[src/cos_sim_pkg.sv]
package cos_sim_pkg;

  ////////////////////////////////////////////////////////////
  // Data widths
  ////////////////////////////////////////////////////////////

  // One signed element of a vector
  localparam int ELEM_W    = 8;
  // Longest vector, marked by the last flag
  localparam int MAX_LEN   = 16;
  // Signed dot sum, 16 products of full range
  localparam int DOT_W     = 20;
  // Unsigned squared norm, 16 squares
  localparam int NORM_W    = 19;
  // Signed element product
  localparam int PROD_W    = 2 * ELEM_W;

  ////////////////////////////////////////////////////////////
  // Fixed point result and divider
  ////////////////////////////////////////////////////////////

  // Q1.14 result, range -16384 to +16384
  localparam int SIM_FRAC  = 14;
  localparam int SIM_W     = 16;
  // Quotient bits, enough for 2^SIM_FRAC
  localparam int DIV_STEPS = 15;
  localparam int CNT_W     = $clog2(DIV_STEPS);
  // Squared dot magnitude and shifted numerator
  localparam int SQ_W      = 2 * DOT_W;
  localparam int NUM_W     = SQ_W + SIM_FRAC;
  // Norm product and partial remainder
  localparam int DEN_W     = 2 * NORM_W;
  localparam int REM_W     = DEN_W + 1;

  ////////////////////////////////////////////////////////////
  // FSM encodings
  ////////////////////////////////////////////////////////////

  localparam logic IN_WAIT_REQ  = 1'b0;
  localparam logic IN_WAIT_DROP = 1'b1;

  localparam logic [2:0] CMB_IDLE    = 3'd0;
  localparam logic [2:0] CMB_SQUARE  = 3'd1;
  localparam logic [2:0] CMB_DIVIDE  = 3'd2;
  localparam logic [2:0] CMB_REQUEST = 3'd3;
  localparam logic [2:0] CMB_RELEASE = 3'd4;

endpackage

[src/cos_elem_intake.sv]
`timescale 1ns/1ps

module cos_elem_intake (
  input  logic                                    CLK,
  input  logic                                    RST,
  // Element pair handshake from the producer
  input  logic                                    elem_req,
  input  logic signed [cos_sim_pkg::ELEM_W-1:0]   elem_a,
  input  logic signed [cos_sim_pkg::ELEM_W-1:0]   elem_b,
  input  logic                                    elem_last,
  output logic                                    elem_ack,
  // Back-pressure from the combiner
  input  logic                                    combine_busy,
  // Broadcast to both accumulators
  output logic                                    acc_valid,
  output logic                                    acc_first,
  output logic signed [cos_sim_pkg::ELEM_W-1:0]   acc_a,
  output logic signed [cos_sim_pkg::ELEM_W-1:0]   acc_b,
  output logic                                    vec_done
);

  ////////////////////////////////////////////////////////////
  // Signals
  ////////////////////////////////////////////////////////////

  logic in_state;
  // Next accepted pair opens a new vector
  logic first_pend;
  // Last flag of the pair now on acc_a/acc_b
  logic acc_last;
  logic take;

  ////////////////////////////////////////////////////////////
  // Acceptance
  ////////////////////////////////////////////////////////////

  // Last element waits until the combiner can capture again
  // vec_done covers the cycle before busy is registered
  assign take = elem_req & ~(elem_last & (combine_busy | vec_done));

  // Ack is the drop-wait state itself
  assign elem_ack = (in_state == cos_sim_pkg::IN_WAIT_DROP);

  always_ff @(posedge CLK or posedge RST) begin
    if (RST) begin
      in_state   <= cos_sim_pkg::IN_WAIT_REQ;
      first_pend <= 1'b1;
      acc_valid  <= 1'b0;
      acc_first  <= 1'b0;
      acc_last   <= 1'b0;
      vec_done   <= 1'b0;
    end else begin
      // Strobe by default
      acc_valid <= 1'b0;
      // One cycle after the accumulators took the last pair
      vec_done  <= acc_valid & acc_last;
      case (in_state)
        cos_sim_pkg::IN_WAIT_REQ: begin
          if (take) begin
            in_state   <= cos_sim_pkg::IN_WAIT_DROP;
            acc_valid  <= 1'b1;
            acc_first  <= first_pend;
            acc_last   <= elem_last;
            // A last element makes the following pair a first one
            first_pend <= elem_last;
          end
        end
        default: begin
          // Ack falls once req is seen low
          if (!elem_req) begin
            in_state <= cos_sim_pkg::IN_WAIT_REQ;
          end
        end
      endcase
    end
  end

  // Pair register, loaded on acceptance
  always_ff @(posedge CLK) begin
    if ((in_state == cos_sim_pkg::IN_WAIT_REQ) && take) begin
      acc_a <= elem_a;
      acc_b <= elem_b;
    end
  end

endmodule

[src/cos_dot_accum.sv]
`timescale 1ns/1ps

module cos_dot_accum (
  input  logic                                    CLK,
  input  logic                                    RST,
  input  logic                                    acc_valid,
  input  logic                                    acc_first,
  input  logic signed [cos_sim_pkg::ELEM_W-1:0]   acc_a,
  input  logic signed [cos_sim_pkg::ELEM_W-1:0]   acc_b,
  output logic signed [cos_sim_pkg::DOT_W-1:0]    dot_sum
);

  ////////////////////////////////////////////////////////////
  // Product
  ////////////////////////////////////////////////////////////

  logic signed [cos_sim_pkg::PROD_W-1:0] prod;
  logic signed [cos_sim_pkg::DOT_W-1:0]  prod_ext;

  // Signed 8x8 multiply
  assign prod = acc_a * acc_b;

  // Sign extension up to the sum width
  assign prod_ext = {{(cos_sim_pkg::DOT_W - cos_sim_pkg::PROD_W){prod[cos_sim_pkg::PROD_W-1]}},
                     prod};

  ////////////////////////////////////////////////////////////
  // Running sum
  ////////////////////////////////////////////////////////////

  always_ff @(posedge CLK or posedge RST) begin
    if (RST) begin
      dot_sum <= '0;
    end else if (acc_valid) begin
      // First pair restarts, no leftover from the last vector
      if (acc_first) begin
        dot_sum <= prod_ext;
      end else begin
        dot_sum <= dot_sum + prod_ext;
      end
    end
  end

endmodule

[src/cos_norm_accum.sv]
`timescale 1ns/1ps

module cos_norm_accum (
  input  logic                                    CLK,
  input  logic                                    RST,
  input  logic                                    acc_valid,
  input  logic                                    acc_first,
  input  logic signed [cos_sim_pkg::ELEM_W-1:0]   acc_a,
  input  logic signed [cos_sim_pkg::ELEM_W-1:0]   acc_b,
  output logic        [cos_sim_pkg::NORM_W-1:0]   norm_a_sum,
  output logic        [cos_sim_pkg::NORM_W-1:0]   norm_b_sum
);

  ////////////////////////////////////////////////////////////
  // Squares
  ////////////////////////////////////////////////////////////

  logic signed [cos_sim_pkg::PROD_W-1:0] sq_a;
  logic signed [cos_sim_pkg::PROD_W-1:0] sq_b;
  logic        [cos_sim_pkg::NORM_W-1:0] sq_a_ext;
  logic        [cos_sim_pkg::NORM_W-1:0] sq_b_ext;

  // Never negative, at most 16384
  assign sq_a = acc_a * acc_a;
  assign sq_b = acc_b * acc_b;

  // Zero extension, sign bit is always clear
  assign sq_a_ext = {{(cos_sim_pkg::NORM_W - cos_sim_pkg::PROD_W){1'b0}}, sq_a};
  assign sq_b_ext = {{(cos_sim_pkg::NORM_W - cos_sim_pkg::PROD_W){1'b0}}, sq_b};

  ////////////////////////////////////////////////////////////
  // Twin sums
  ////////////////////////////////////////////////////////////

  always_ff @(posedge CLK or posedge RST) begin
    if (RST) begin
      norm_a_sum <= '0;
      norm_b_sum <= '0;
    end else if (acc_valid) begin
      // Same first-load rule as the dot sum
      if (acc_first) begin
        norm_a_sum <= sq_a_ext;
        norm_b_sum <= sq_b_ext;
      end else begin
        norm_a_sum <= norm_a_sum + sq_a_ext;
        norm_b_sum <= norm_b_sum + sq_b_ext;
      end
    end
  end

endmodule

[src/cos_sim_combine.sv]
`timescale 1ns/1ps

module cos_sim_combine (
  input  logic                                    CLK,
  input  logic                                    RST,
  input  logic                                    vec_done,
  input  logic signed [cos_sim_pkg::DOT_W-1:0]    dot_sum,
  input  logic        [cos_sim_pkg::NORM_W-1:0]   norm_a_sum,
  input  logic        [cos_sim_pkg::NORM_W-1:0]   norm_b_sum,
  output logic                                    combine_busy,
  // Result handshake
  output logic                                    res_req,
  output logic signed [cos_sim_pkg::SIM_W-1:0]    res_sim,
  output logic                                    res_zero,
  input  logic                                    res_ack
);

  ////////////////////////////////////////////////////////////
  // Signals
  ////////////////////////////////////////////////////////////

  logic [2:0]                            state;
  logic [cos_sim_pkg::CNT_W-1:0]         cnt;

  // Captured sums
  logic signed [cos_sim_pkg::DOT_W-1:0]  dot_q;
  logic [cos_sim_pkg::NORM_W-1:0]        na_q;
  logic [cos_sim_pkg::NORM_W-1:0]        nb_q;
  logic                                  neg_q;

  // Square stage
  logic [cos_sim_pkg::DOT_W-1:0]         mag;
  logic [cos_sim_pkg::SQ_W-1:0]          sq;
  logic [cos_sim_pkg::NUM_W-1:0]         num;
  logic [cos_sim_pkg::DEN_W-1:0]         den;

  // Divider state
  logic [cos_sim_pkg::REM_W-1:0]         rem;
  logic [cos_sim_pkg::DIV_STEPS-1:0]     low;
  logic [cos_sim_pkg::DEN_W-1:0]         den_q;
  logic [cos_sim_pkg::DIV_STEPS-1:0]     quo;
  logic                                  zero_q;

  // One divider step
  logic [cos_sim_pkg::REM_W-1:0]         shifted;
  logic                                  q_bit;
  logic [cos_sim_pkg::DIV_STEPS-1:0]     quo_next;
  logic [cos_sim_pkg::SIM_W-1:0]         q_ext;

  ////////////////////////////////////////////////////////////
  // Square and norm product
  ////////////////////////////////////////////////////////////

  // Magnitude of the dot sum, -2^19 still fits unsigned
  assign mag = neg_q ? (~dot_q + 1'b1) : dot_q;
  assign sq  = {{cos_sim_pkg::DOT_W{1'b0}}, mag} * {{cos_sim_pkg::DOT_W{1'b0}}, mag};
  // dot^2 scaled by 2^14
  assign num = {sq, {cos_sim_pkg::SIM_FRAC{1'b0}}};
  assign den = {{cos_sim_pkg::NORM_W{1'b0}}, na_q} * {{cos_sim_pkg::NORM_W{1'b0}}, nb_q};

  ////////////////////////////////////////////////////////////
  // Restoring divider step
  ////////////////////////////////////////////////////////////

  // Shift in the next numerator bit and try a subtract
  assign shifted  = {rem[cos_sim_pkg::REM_W-2:0], low[cos_sim_pkg::DIV_STEPS-1]};
  assign q_bit    = (shifted >= {1'b0, den_q});
  assign quo_next = {quo[cos_sim_pkg::DIV_STEPS-2:0], q_bit};
  assign q_ext    = {{(cos_sim_pkg::SIM_W - cos_sim_pkg::DIV_STEPS){1'b0}}, quo_next};

  ////////////////////////////////////////////////////////////
  // Control FSM
  ////////////////////////////////////////////////////////////

  always_ff @(posedge CLK or posedge RST) begin
    if (RST) begin
      state        <= cos_sim_pkg::CMB_IDLE;
      cnt          <= '0;
      combine_busy <= 1'b0;
      res_req      <= 1'b0;
    end else begin
      case (state)
        cos_sim_pkg::CMB_IDLE: begin
          if (vec_done) begin
            state        <= cos_sim_pkg::CMB_SQUARE;
            combine_busy <= 1'b1;
          end
        end
        cos_sim_pkg::CMB_SQUARE: begin
          state <= cos_sim_pkg::CMB_DIVIDE;
          cnt   <= '0;
        end
        cos_sim_pkg::CMB_DIVIDE: begin
          // Fixed step count, zero norm included
          if (cnt == cos_sim_pkg::CNT_W'(cos_sim_pkg::DIV_STEPS - 1)) begin
            state   <= cos_sim_pkg::CMB_REQUEST;
            res_req <= 1'b1;
          end else begin
            cnt <= cnt + 1'b1;
          end
        end
        cos_sim_pkg::CMB_REQUEST: begin
          if (res_ack) begin
            state   <= cos_sim_pkg::CMB_RELEASE;
            res_req <= 1'b0;
          end
        end
        cos_sim_pkg::CMB_RELEASE: begin
          // Handshake done once ack drops
          if (!res_ack) begin
            state        <= cos_sim_pkg::CMB_IDLE;
            combine_busy <= 1'b0;
          end
        end
        default: begin
          state <= cos_sim_pkg::CMB_IDLE;
        end
      endcase
    end
  end

  ////////////////////////////////////////////////////////////
  // Datapath
  ////////////////////////////////////////////////////////////

  always_ff @(posedge CLK) begin
    case (state)
      cos_sim_pkg::CMB_IDLE: begin
        if (vec_done) begin
          dot_q <= dot_sum;
          na_q  <= norm_a_sum;
          nb_q  <= norm_b_sum;
          neg_q <= dot_sum[cos_sim_pkg::DOT_W-1];
        end
      end
      cos_sim_pkg::CMB_SQUARE: begin
        // Upper numerator part is below den, so 15 steps suffice
        rem    <= num[cos_sim_pkg::DIV_STEPS +: cos_sim_pkg::REM_W];
        low    <= num[cos_sim_pkg::DIV_STEPS-1:0];
        den_q  <= den;
        zero_q <= (den == '0);
        quo    <= '0;
      end
      cos_sim_pkg::CMB_DIVIDE: begin
        low <= {low[cos_sim_pkg::DIV_STEPS-2:0], 1'b0};
        quo <= quo_next;
        // Restore on a failed subtract
        if (q_bit && !zero_q) begin
          rem <= shifted - {1'b0, den_q};
        end else begin
          rem <= shifted;
        end
        // Last step, apply the sign or force zero
        if (cnt == cos_sim_pkg::CNT_W'(cos_sim_pkg::DIV_STEPS - 1)) begin
          res_zero <= zero_q;
          if (zero_q) begin
            res_sim <= '0;
          end else if (neg_q) begin
            res_sim <= -q_ext;
          end else begin
            res_sim <= q_ext;
          end
        end
      end
      default: begin
      end
    endcase
  end

endmodule

[src/cos_sim_top.sv]
`timescale 1ns/1ps

module cos_sim_top (
  input  logic                                    CLK,
  input  logic                                    RST,
  // Element pairs in
  input  logic                                    elem_req,
  input  logic signed [cos_sim_pkg::ELEM_W-1:0]   elem_a,
  input  logic signed [cos_sim_pkg::ELEM_W-1:0]   elem_b,
  input  logic                                    elem_last,
  output logic                                    elem_ack,
  // Similarity out
  output logic                                    res_req,
  output logic signed [cos_sim_pkg::SIM_W-1:0]    res_sim,
  output logic                                    res_zero,
  input  logic                                    res_ack
);

  ////////////////////////////////////////////////////////////
  // Internal wires
  ////////////////////////////////////////////////////////////

  logic                                   acc_valid;
  logic                                   acc_first;
  logic signed [cos_sim_pkg::ELEM_W-1:0]  acc_a;
  logic signed [cos_sim_pkg::ELEM_W-1:0]  acc_b;
  logic                                   vec_done;
  logic                                   combine_busy;
  logic signed [cos_sim_pkg::DOT_W-1:0]   dot_sum;
  logic [cos_sim_pkg::NORM_W-1:0]         norm_a_sum;
  logic [cos_sim_pkg::NORM_W-1:0]         norm_b_sum;

  ////////////////////////////////////////////////////////////
  // Instances
  ////////////////////////////////////////////////////////////

  // Handshake and broadcast
  cos_elem_intake intake_i (
    .CLK(CLK), .RST(RST),
    .elem_req(elem_req), .elem_a(elem_a), .elem_b(elem_b),
    .elem_last(elem_last), .elem_ack(elem_ack),
    .combine_busy(combine_busy),
    .acc_valid(acc_valid), .acc_first(acc_first),
    .acc_a(acc_a), .acc_b(acc_b), .vec_done(vec_done)
  );

  // Dot product sum
  cos_dot_accum dot_i (
    .CLK(CLK), .RST(RST),
    .acc_valid(acc_valid), .acc_first(acc_first),
    .acc_a(acc_a), .acc_b(acc_b), .dot_sum(dot_sum)
  );

  // Squared norms, side by side with the dot sum
  cos_norm_accum norm_i (
    .CLK(CLK), .RST(RST),
    .acc_valid(acc_valid), .acc_first(acc_first),
    .acc_a(acc_a), .acc_b(acc_b),
    .norm_a_sum(norm_a_sum), .norm_b_sum(norm_b_sum)
  );

  // Square, divide and result handshake
  cos_sim_combine combine_i (
    .CLK(CLK), .RST(RST),
    .vec_done(vec_done), .dot_sum(dot_sum),
    .norm_a_sum(norm_a_sum), .norm_b_sum(norm_b_sum),
    .combine_busy(combine_busy),
    .res_req(res_req), .res_sim(res_sim), .res_zero(res_zero),
    .res_ack(res_ack)
  );

endmodule

[config.mk]
export PLATFORM = sky130hd
export DESIGN_NAME = cos_sim_top
export DESIGN_NICKNAME = d
export VERILOG_FILES = /design/src/cos_sim_pkg.sv /design/src/cos_elem_intake.sv /design/src/cos_dot_accum.sv /design/src/cos_norm_accum.sv /design/src/cos_sim_combine.sv /design/src/cos_sim_top.sv
export SDC_FILE = /design/constraint.sdc
export NUM_CORES = 2
export LEC_CHECK = 0
export ABC_AREA = 0
export BUFFER_PORTS_ARGS = -buffer_cell sky130_fd_sc_hd__buf_4
export CORE_MARGIN = 3
export CORE_UTILIZATION = 65
export CTS_BUF_LIST = sky130_fd_sc_hd__clkbuf_16
export CTS_CLUSTER_DIAMETER = 60
export DETAILED_ROUTE_END_ITERATION = 10
export GPL_TIMING_DRIVEN = 0
export HOLD_SLACK_MARGIN = 0.15
export PLACE_DENSITY = 0.89
export SYNTH_ARGS = -nofsm -noshare
export SYNTH_HDL_FRONTEND = slang
export SYNTH_HIERARCHICAL = 1
export SYNTH_SLANG_ARGS = --single-unit
[constraint.sdc]
create_clock -name CLK -period 14.92 [get_ports CLK]
set_input_delay 2.984 -clock CLK [delete_from_list [all_inputs] [get_ports CLK]]
set_output_delay 2.984 -clock CLK [all_outputs]
set_load 0.01 [all_outputs]
# --- Word-level counts from Yosys, hierarchy flattened ---
# Cells that the tools add are included.
classes:
  addsub: 7
  n_mul: 5
  order_cmp: 1
  eq_ne: 10
  muxes: 26
  n_bitwise: 8
  reduce_logical: 16
ops:
  columns: ["op", "n"]
  rows:
  - ["$pmux 38 s2", 1]
  - ["$mul 8x8->16", 3]
  - ["$mux 20", 2]
  - ["$ge 39x38->1", 1]
  - ["$mul 20x20->39", 1]
  - ["$add 19x16->19", 2]
  - ["$logic_not 38->1", 1]
  - ["$mul 19x19->38", 1]
  - ["$mux 19", 2]
  - ["$mux 38", 1]
  - ["$sub 38x38->38", 1]
  - ["$pmux 15 s2", 1]
  - ["$pmux 14 s2", 1]
  - ["$add 20x1->20 const B", 1]
  - ["$add 20x16->20", 1]
  - ["$not 20->20", 1]
  - ["$neg 15->16", 1]
  - ["$mux 15", 1]
  - ["$pmux 3 s5", 1]
  - ["$mux 3", 4]
  - ["$mux 1", 8]
  - ["$ne 2x2->1 const B", 4]
  - ["$pmux 4 s2", 1]
  - ["$reduce_and 2->1", 4]
  - ["other kinds (18)", 28]
word_totals:
  ff_bits: 271
  inputBits: 21
  out_inout_bits: 19
  wordCells: 100

# --- Depth between registers and ports, before layout ---
logic_depth:
  depth_word: 6
  mapped_depth: 34
  depth_no_buf: 32

# --- Hierarchy ---
# The synthesis kept the hierarchy.
modules_own_cells:
  columns: ["module", "instances", "cells_per_inst", "area_per_inst_um2", "seq_area_each_um2"]
  rows:
  - ["cos_sim_combine", 1, 3461, 32244.7, 5240.0]
  - ["cos_norm_accum", 1, 873, 7478.4, 950.9]
  - ["cos_dot_accum", 1, 491, 4372.9, 500.5]
  - ["cos_elem_intake", 1, 32, 723.2, 631.9]

# --- Least setup slack after synthesis ---
# OpenSTA, ideal clock, no wires.
synth_timing:
  kind: "register to register"
  start: "register combine_i/dot_q[6] (netlist bit)"
  end: "register combine_i/rem[30] (netlist bit) (data pin)"
  setup_ps: 258
  t_arrival_ps: 8634
  t_required_ps: 14662
  setup_slack_ps: 6028
  stages_incl_launch_ff: 31
  path_buffers: 0
  period_less_slack_ps: 8892
  cell_sequence: "edfxtp_1 -> or4_4 -> or3_4 -> or2_2 -> nand2_1 -> xor2_1 -> clkinv_1 -> nand2_1 -> inv_1 -> fa_1 -> fa_1 -> inv_1 -> fa_1 -> inv_1 -> fa_1 -> fa_1 -> fa_1 -> inv_1 -> fa_1 -> inv_1 -> ha_1 -> nand2_1 -> or3_1 -> or3_1 -> nor3_1 -> o311ai_0 -> a21oi_1 -> a311oi_1 -> o21ai_0 -> xor2_1 -> o221a_2"
synth_via:
  elab_chain_len: 5
synth_rtl:
  columns: ["element", "line_no", "rtl"]
  rows:
  - ["start, declared", "cos_sim_combine.sv:26", "logic signed [cos_sim_pkg::DOT_W-1:0] dot_q;"]
  - ["start signal, assigned", "cos_sim_combine.sv:130", "dot_q <= dot_sum;"]
  - ["$not 20->20", "cos_sim_combine.sv:55", "assign mag = neg_q ? (~dot_q + 1'b1) : dot_q;"]
  - ["$add 20x1->20", "cos_sim_combine.sv:55", null]
  - ["$mux 20 *", "cos_sim_combine.sv:55", null]
  - ["$mul 20x20->39 *", "cos_sim_combine.sv:56", "assign sq = {{cos_sim_pkg::DOT_W{1'b0}}, mag} * {{cos_sim_pkg::DOT_W{1'b0}}, mag};"]
  - ["$pmux 38 s2 *", "cos_sim_combine.sv:127", "case (state)"]
  - ["end signal, assigned", "cos_sim_combine.sv:138", "rem <= num[cos_sim_pkg::DIV_STEPS +: cos_sim_pkg::REM_W];"]
  - ["end signal, assigned", "cos_sim_combine.sv:149", "rem <= shifted - {1'b0, den_q};"]
  - ["end signal, assigned", "cos_sim_combine.sv:151", "rem <= shifted;"]
  - ["end, declared", "cos_sim_combine.sv:38", "logic [cos_sim_pkg::REM_W-1:0] rem;"]
# Every way passes the cells marked *; elsewhere a longest branch is shown, timed or not.
# A chain may end at the register's enable or synchronous reset.

# --- Final worst setup path ---
layout_timing:
  start: "register combine_i/dot_q[6] (netlist bit)"
  end: "register combine_i/rem[36] (netlist bit) (data pin)"
# Same word-level chain as after synthesis.

==> impl_metrics.csv <==
group,metric,value,unit
grt,grt_usage,33.3,%
route,vias,35400,
clock_tree,numCtsBuffers,30,
timing,max_freq,0.0895,GHz
pwr,pwr-share-comb,70.1,%
grt,grt_pass1_wl,190000,um
timing,drv_slew,0,
critical_path,crit_required,15.21,ns
floorplanning,initial_core_util,66.2,%
clock_tree,numClockSinks,256,
critical_path,crit_slowest_cell,"xor2_1",
route,dr.pass1.iters,8,
layout,n_antenna_cell,0,
worst_hold_path,hold_class,"register to register",
route,viasPerCell,6.06,
synthesis,ys_warn_count,6,
pwr,p_total,6.37,mW
flow_run,drv_cap,0,
placement,io_buffers,39,
timing,whs,0.476,ns
timing,maxSlewHeadroom,3.22,%
grt,use_met3,8.87,%
clock_tree,ctsResizeCount,0,
timing,worstMarginPinSlew,1.44,ns
clock_tree,insertion_delay,0.60,ns
clock_tree,htree_levels,1,
placement,post-place-cells,5795,
placement,place_congestion,1.01,
critical_path,critical_path.max_stage_delay,1.04,ns
synthesis,synth_area_per_cell,9.23,sq um
synthesis,synth.ff_latch_count,256,
route,route.detailed.drc,0,
layout,design_area,47400,sq um
pwr,power.switching,3.13,mW
layout,syn2layout_area_growth,5.69,%
layout,num-nets-final,6131,
grt,grt_pass1_vias,37600,
pwr,internal-power,3.25,mW
timing,post-route-period-util,74.9,%
timing,setup_viol,0,
route,drt_iter0_drc,3052,
timing,rsz0062_at_grt,"no",
synthesis,synth-edff-count,183,
timing,fin_skew,0.0434,ns
floorplanning,core,67800,sq um
synthesis,syn_area,44800,sq um
critical_path,end_kind,"register",
timing,setup_tns,0,ns
critical_path,crit_type,"register to register",
floorplanning,placement_rows,95,
critical_path,critPathMostFrequentCell,"fa_1",
pwr,switching_share,49.1,%
pwr,ir_worst_vdd,0.000252,V
route,ant_nets,0,
timing,period_minus_slack,11.17,ns
layout,final_common_cell,"inv_1",
layout,layout_common_cells,"1010 x inv_1, 712 x fa_1, 489 x nand2_1",
floorplanning,die_w,269,um
synthesis,synth-main-ff-cell,"edfxtp_1",
route,wl_per_cell,20.0,um
grt,use_met2,55.4,%
pwr,power.share.sequential,18.7,%
layout,final_layout_size_suffix_gt1_share,3.78,%
grt,overflow,0,
synthesis,ys_types,96,
clock_tree,path_clk_slew,0.07,ns
grt,antenna_found_initial,3,
placement,place_area,46400,sq um
synthesis,yosysSeqAreaShare,16.3,%
clock_tree,hold_buffers,0,
critical_path,crit_fanout,10,
run_status,status,"finished, final reports clean",
floorplanning,die-area,72100,sq um
clock_tree,clock_path_buffers,3,
grt,grt_util_met1,40.5,%
clock_tree,postCtsSetupRepairBufs,0,
placement,place_hpwl,94100,um
floorplanning,io_pins,40,
route,drt-total-wl,117000,um
synthesis,synthCells,4857,
timing,hold_viol,0,
critical_path,crit_arrival,11.46,ns
grt,grt_max_degree,39,
floorplanning,die_h,269,um
clock_tree,cts_root_buf,"clkbuf_16",
pwr,p_leak,23.4,nW
synthesis,synthArstFlopShare,28.5,%
pwr,pwr_density_cell,135,nW/um^2
pwr,p_clk_share,11.3,%
grt,grt_busiest_layer,"met2",
layout,final_cells,5850,
clock_tree,cts_tree,"done",
critical_path,worstSetupStartpointType,"register",
-- registers in the layout (all words and copies together) (netlist names), 3 cells and up --
signal,count
intake_i/acc_a,8
dot_i/dot_sum,20
combine_i/quo,14
combine_i/dot_q,20
combine_i/den_q,38
combine_i/cnt,4
combine_i/rem,38
norm_i/norm_b_sum,19
intake_i/acc_b,8
norm_i/norm_a_sum,19
combine_i/state,3
combine_i/nb_q,19
combine_i/res_sim,16
combine_i/na_q,19
-- stage by stage --
step                      utilization [%]  worst slack (ns)
final                                69.9              3.75
after detailed placement             68.5              4.02
after floorplan                         -              6.03
after global routing                 69.9              3.45
after CTS                            69.9              3.94
after global placement               68.3              4.19
-- layout make-up --
cell class,count,area [sq um]
clock buffers,30,751
inverters,1016,3810
well taps,873,1090
plain buffers,159,603
fillers,4837,20400
repair buffers,51,414
multi-input cells,3440,33100
clock inverters,25,224
flip-flops and latches,256,7320
-- kinds of logic after synthesis --
kind of cell	after synthesis	share of synthesized area, %
buf+inv	1175	9.85
simple gates	1296	13.7
xor+xnor	227	4.48
flops	256	16.3
other cells	2	0.0168
fa+ha+maj	1156	44.2
compound gates	703	10.4
mux	42	0.980
-- synth_stat cells, drive strengths merged (23+ instances only) --
master	number	area, sq um
nand2	489	1840
nand3	42	210
fa	712	14300
clkbuf	142	533
ha	444	5560
nor3	52	260
edfxtp	183	5500
mux2i	30	300
a21o	80	601
xor2	85	744
a21oi	226	1140
nor2b	46	303
nor2	285	1070
dfrtp	72	1800
a211oi	41	328
o31ai	24	213
and2	227	1420
o21ai	123	627
a31oi	37	253
xnor2	142	1260
o21a	32	248
o21bai	23	173
inv	1011	3790
nand2b	35	226
-- final timing paths --
kind	start	to	slack, ns	depth (start not counted)
min reg2reg	norm_i/norm_a_sum[18]$_DFFE_PP0P_	combine_i/na_q[18]$_DFFE_PP_	0.48	0
max	combine_i/dot_q[6]$_DFFE_PP_	combine_i/rem[36]$_DFFE_PP_	3.75	30
max in group asynchronous	RST	norm_i/norm_a_sum[18]$_DFFE_PP0P_	11.75	2
min in group asynchronous	RST	intake_i/acc_valid$_DFF_PP0_	2.35	2
max reg2reg	combine_i/dot_q[6]$_DFFE_PP_	combine_i/rem[36]$_DFFE_PP_	3.75	30
min	norm_i/norm_a_sum[18]$_DFFE_PP0P_	combine_i/na_q[18]$_DFFE_PP_	0.48	0
-- metal layers --
metal / part of all wire (%) / routed length, um / up-vias
li1: - / - / 15600
met1: 36 / 42200 / 17400
met2: 47 / 55300 / 2012
met3: 11 / 12900 / 461
met4: 5.5 / 6380 / 4
met5: 0.058 / 68 / -
-- power groups by stage --
stage | registers, mW | clock network (mW) | logic [mW]
CTS | 1.18 | 0.723 | 4.38
global placement | 1.19 | 0 | 4.18
floorplan | 1.14 | 0 | 3.40
detailed placement | 1.19 | 0 | 4.34
global route | 1.21 | 0.751 | 4.92
finish | 1.19 | 0.717 | 4.47
-- critical path, delay by kind of cell (launching register included) --
family,cells,cell delay (ns)
DFF,1,0.45
AOI/OAI and AO/OA,3,0.77
adders and majority gates,8,3.94
and+or+nand+nor,11,3.23
buffers and inverters,6,1.22
xor gates and xnor gates,2,1.20
No activity file was read; power rests on OpenSTA's default activity.
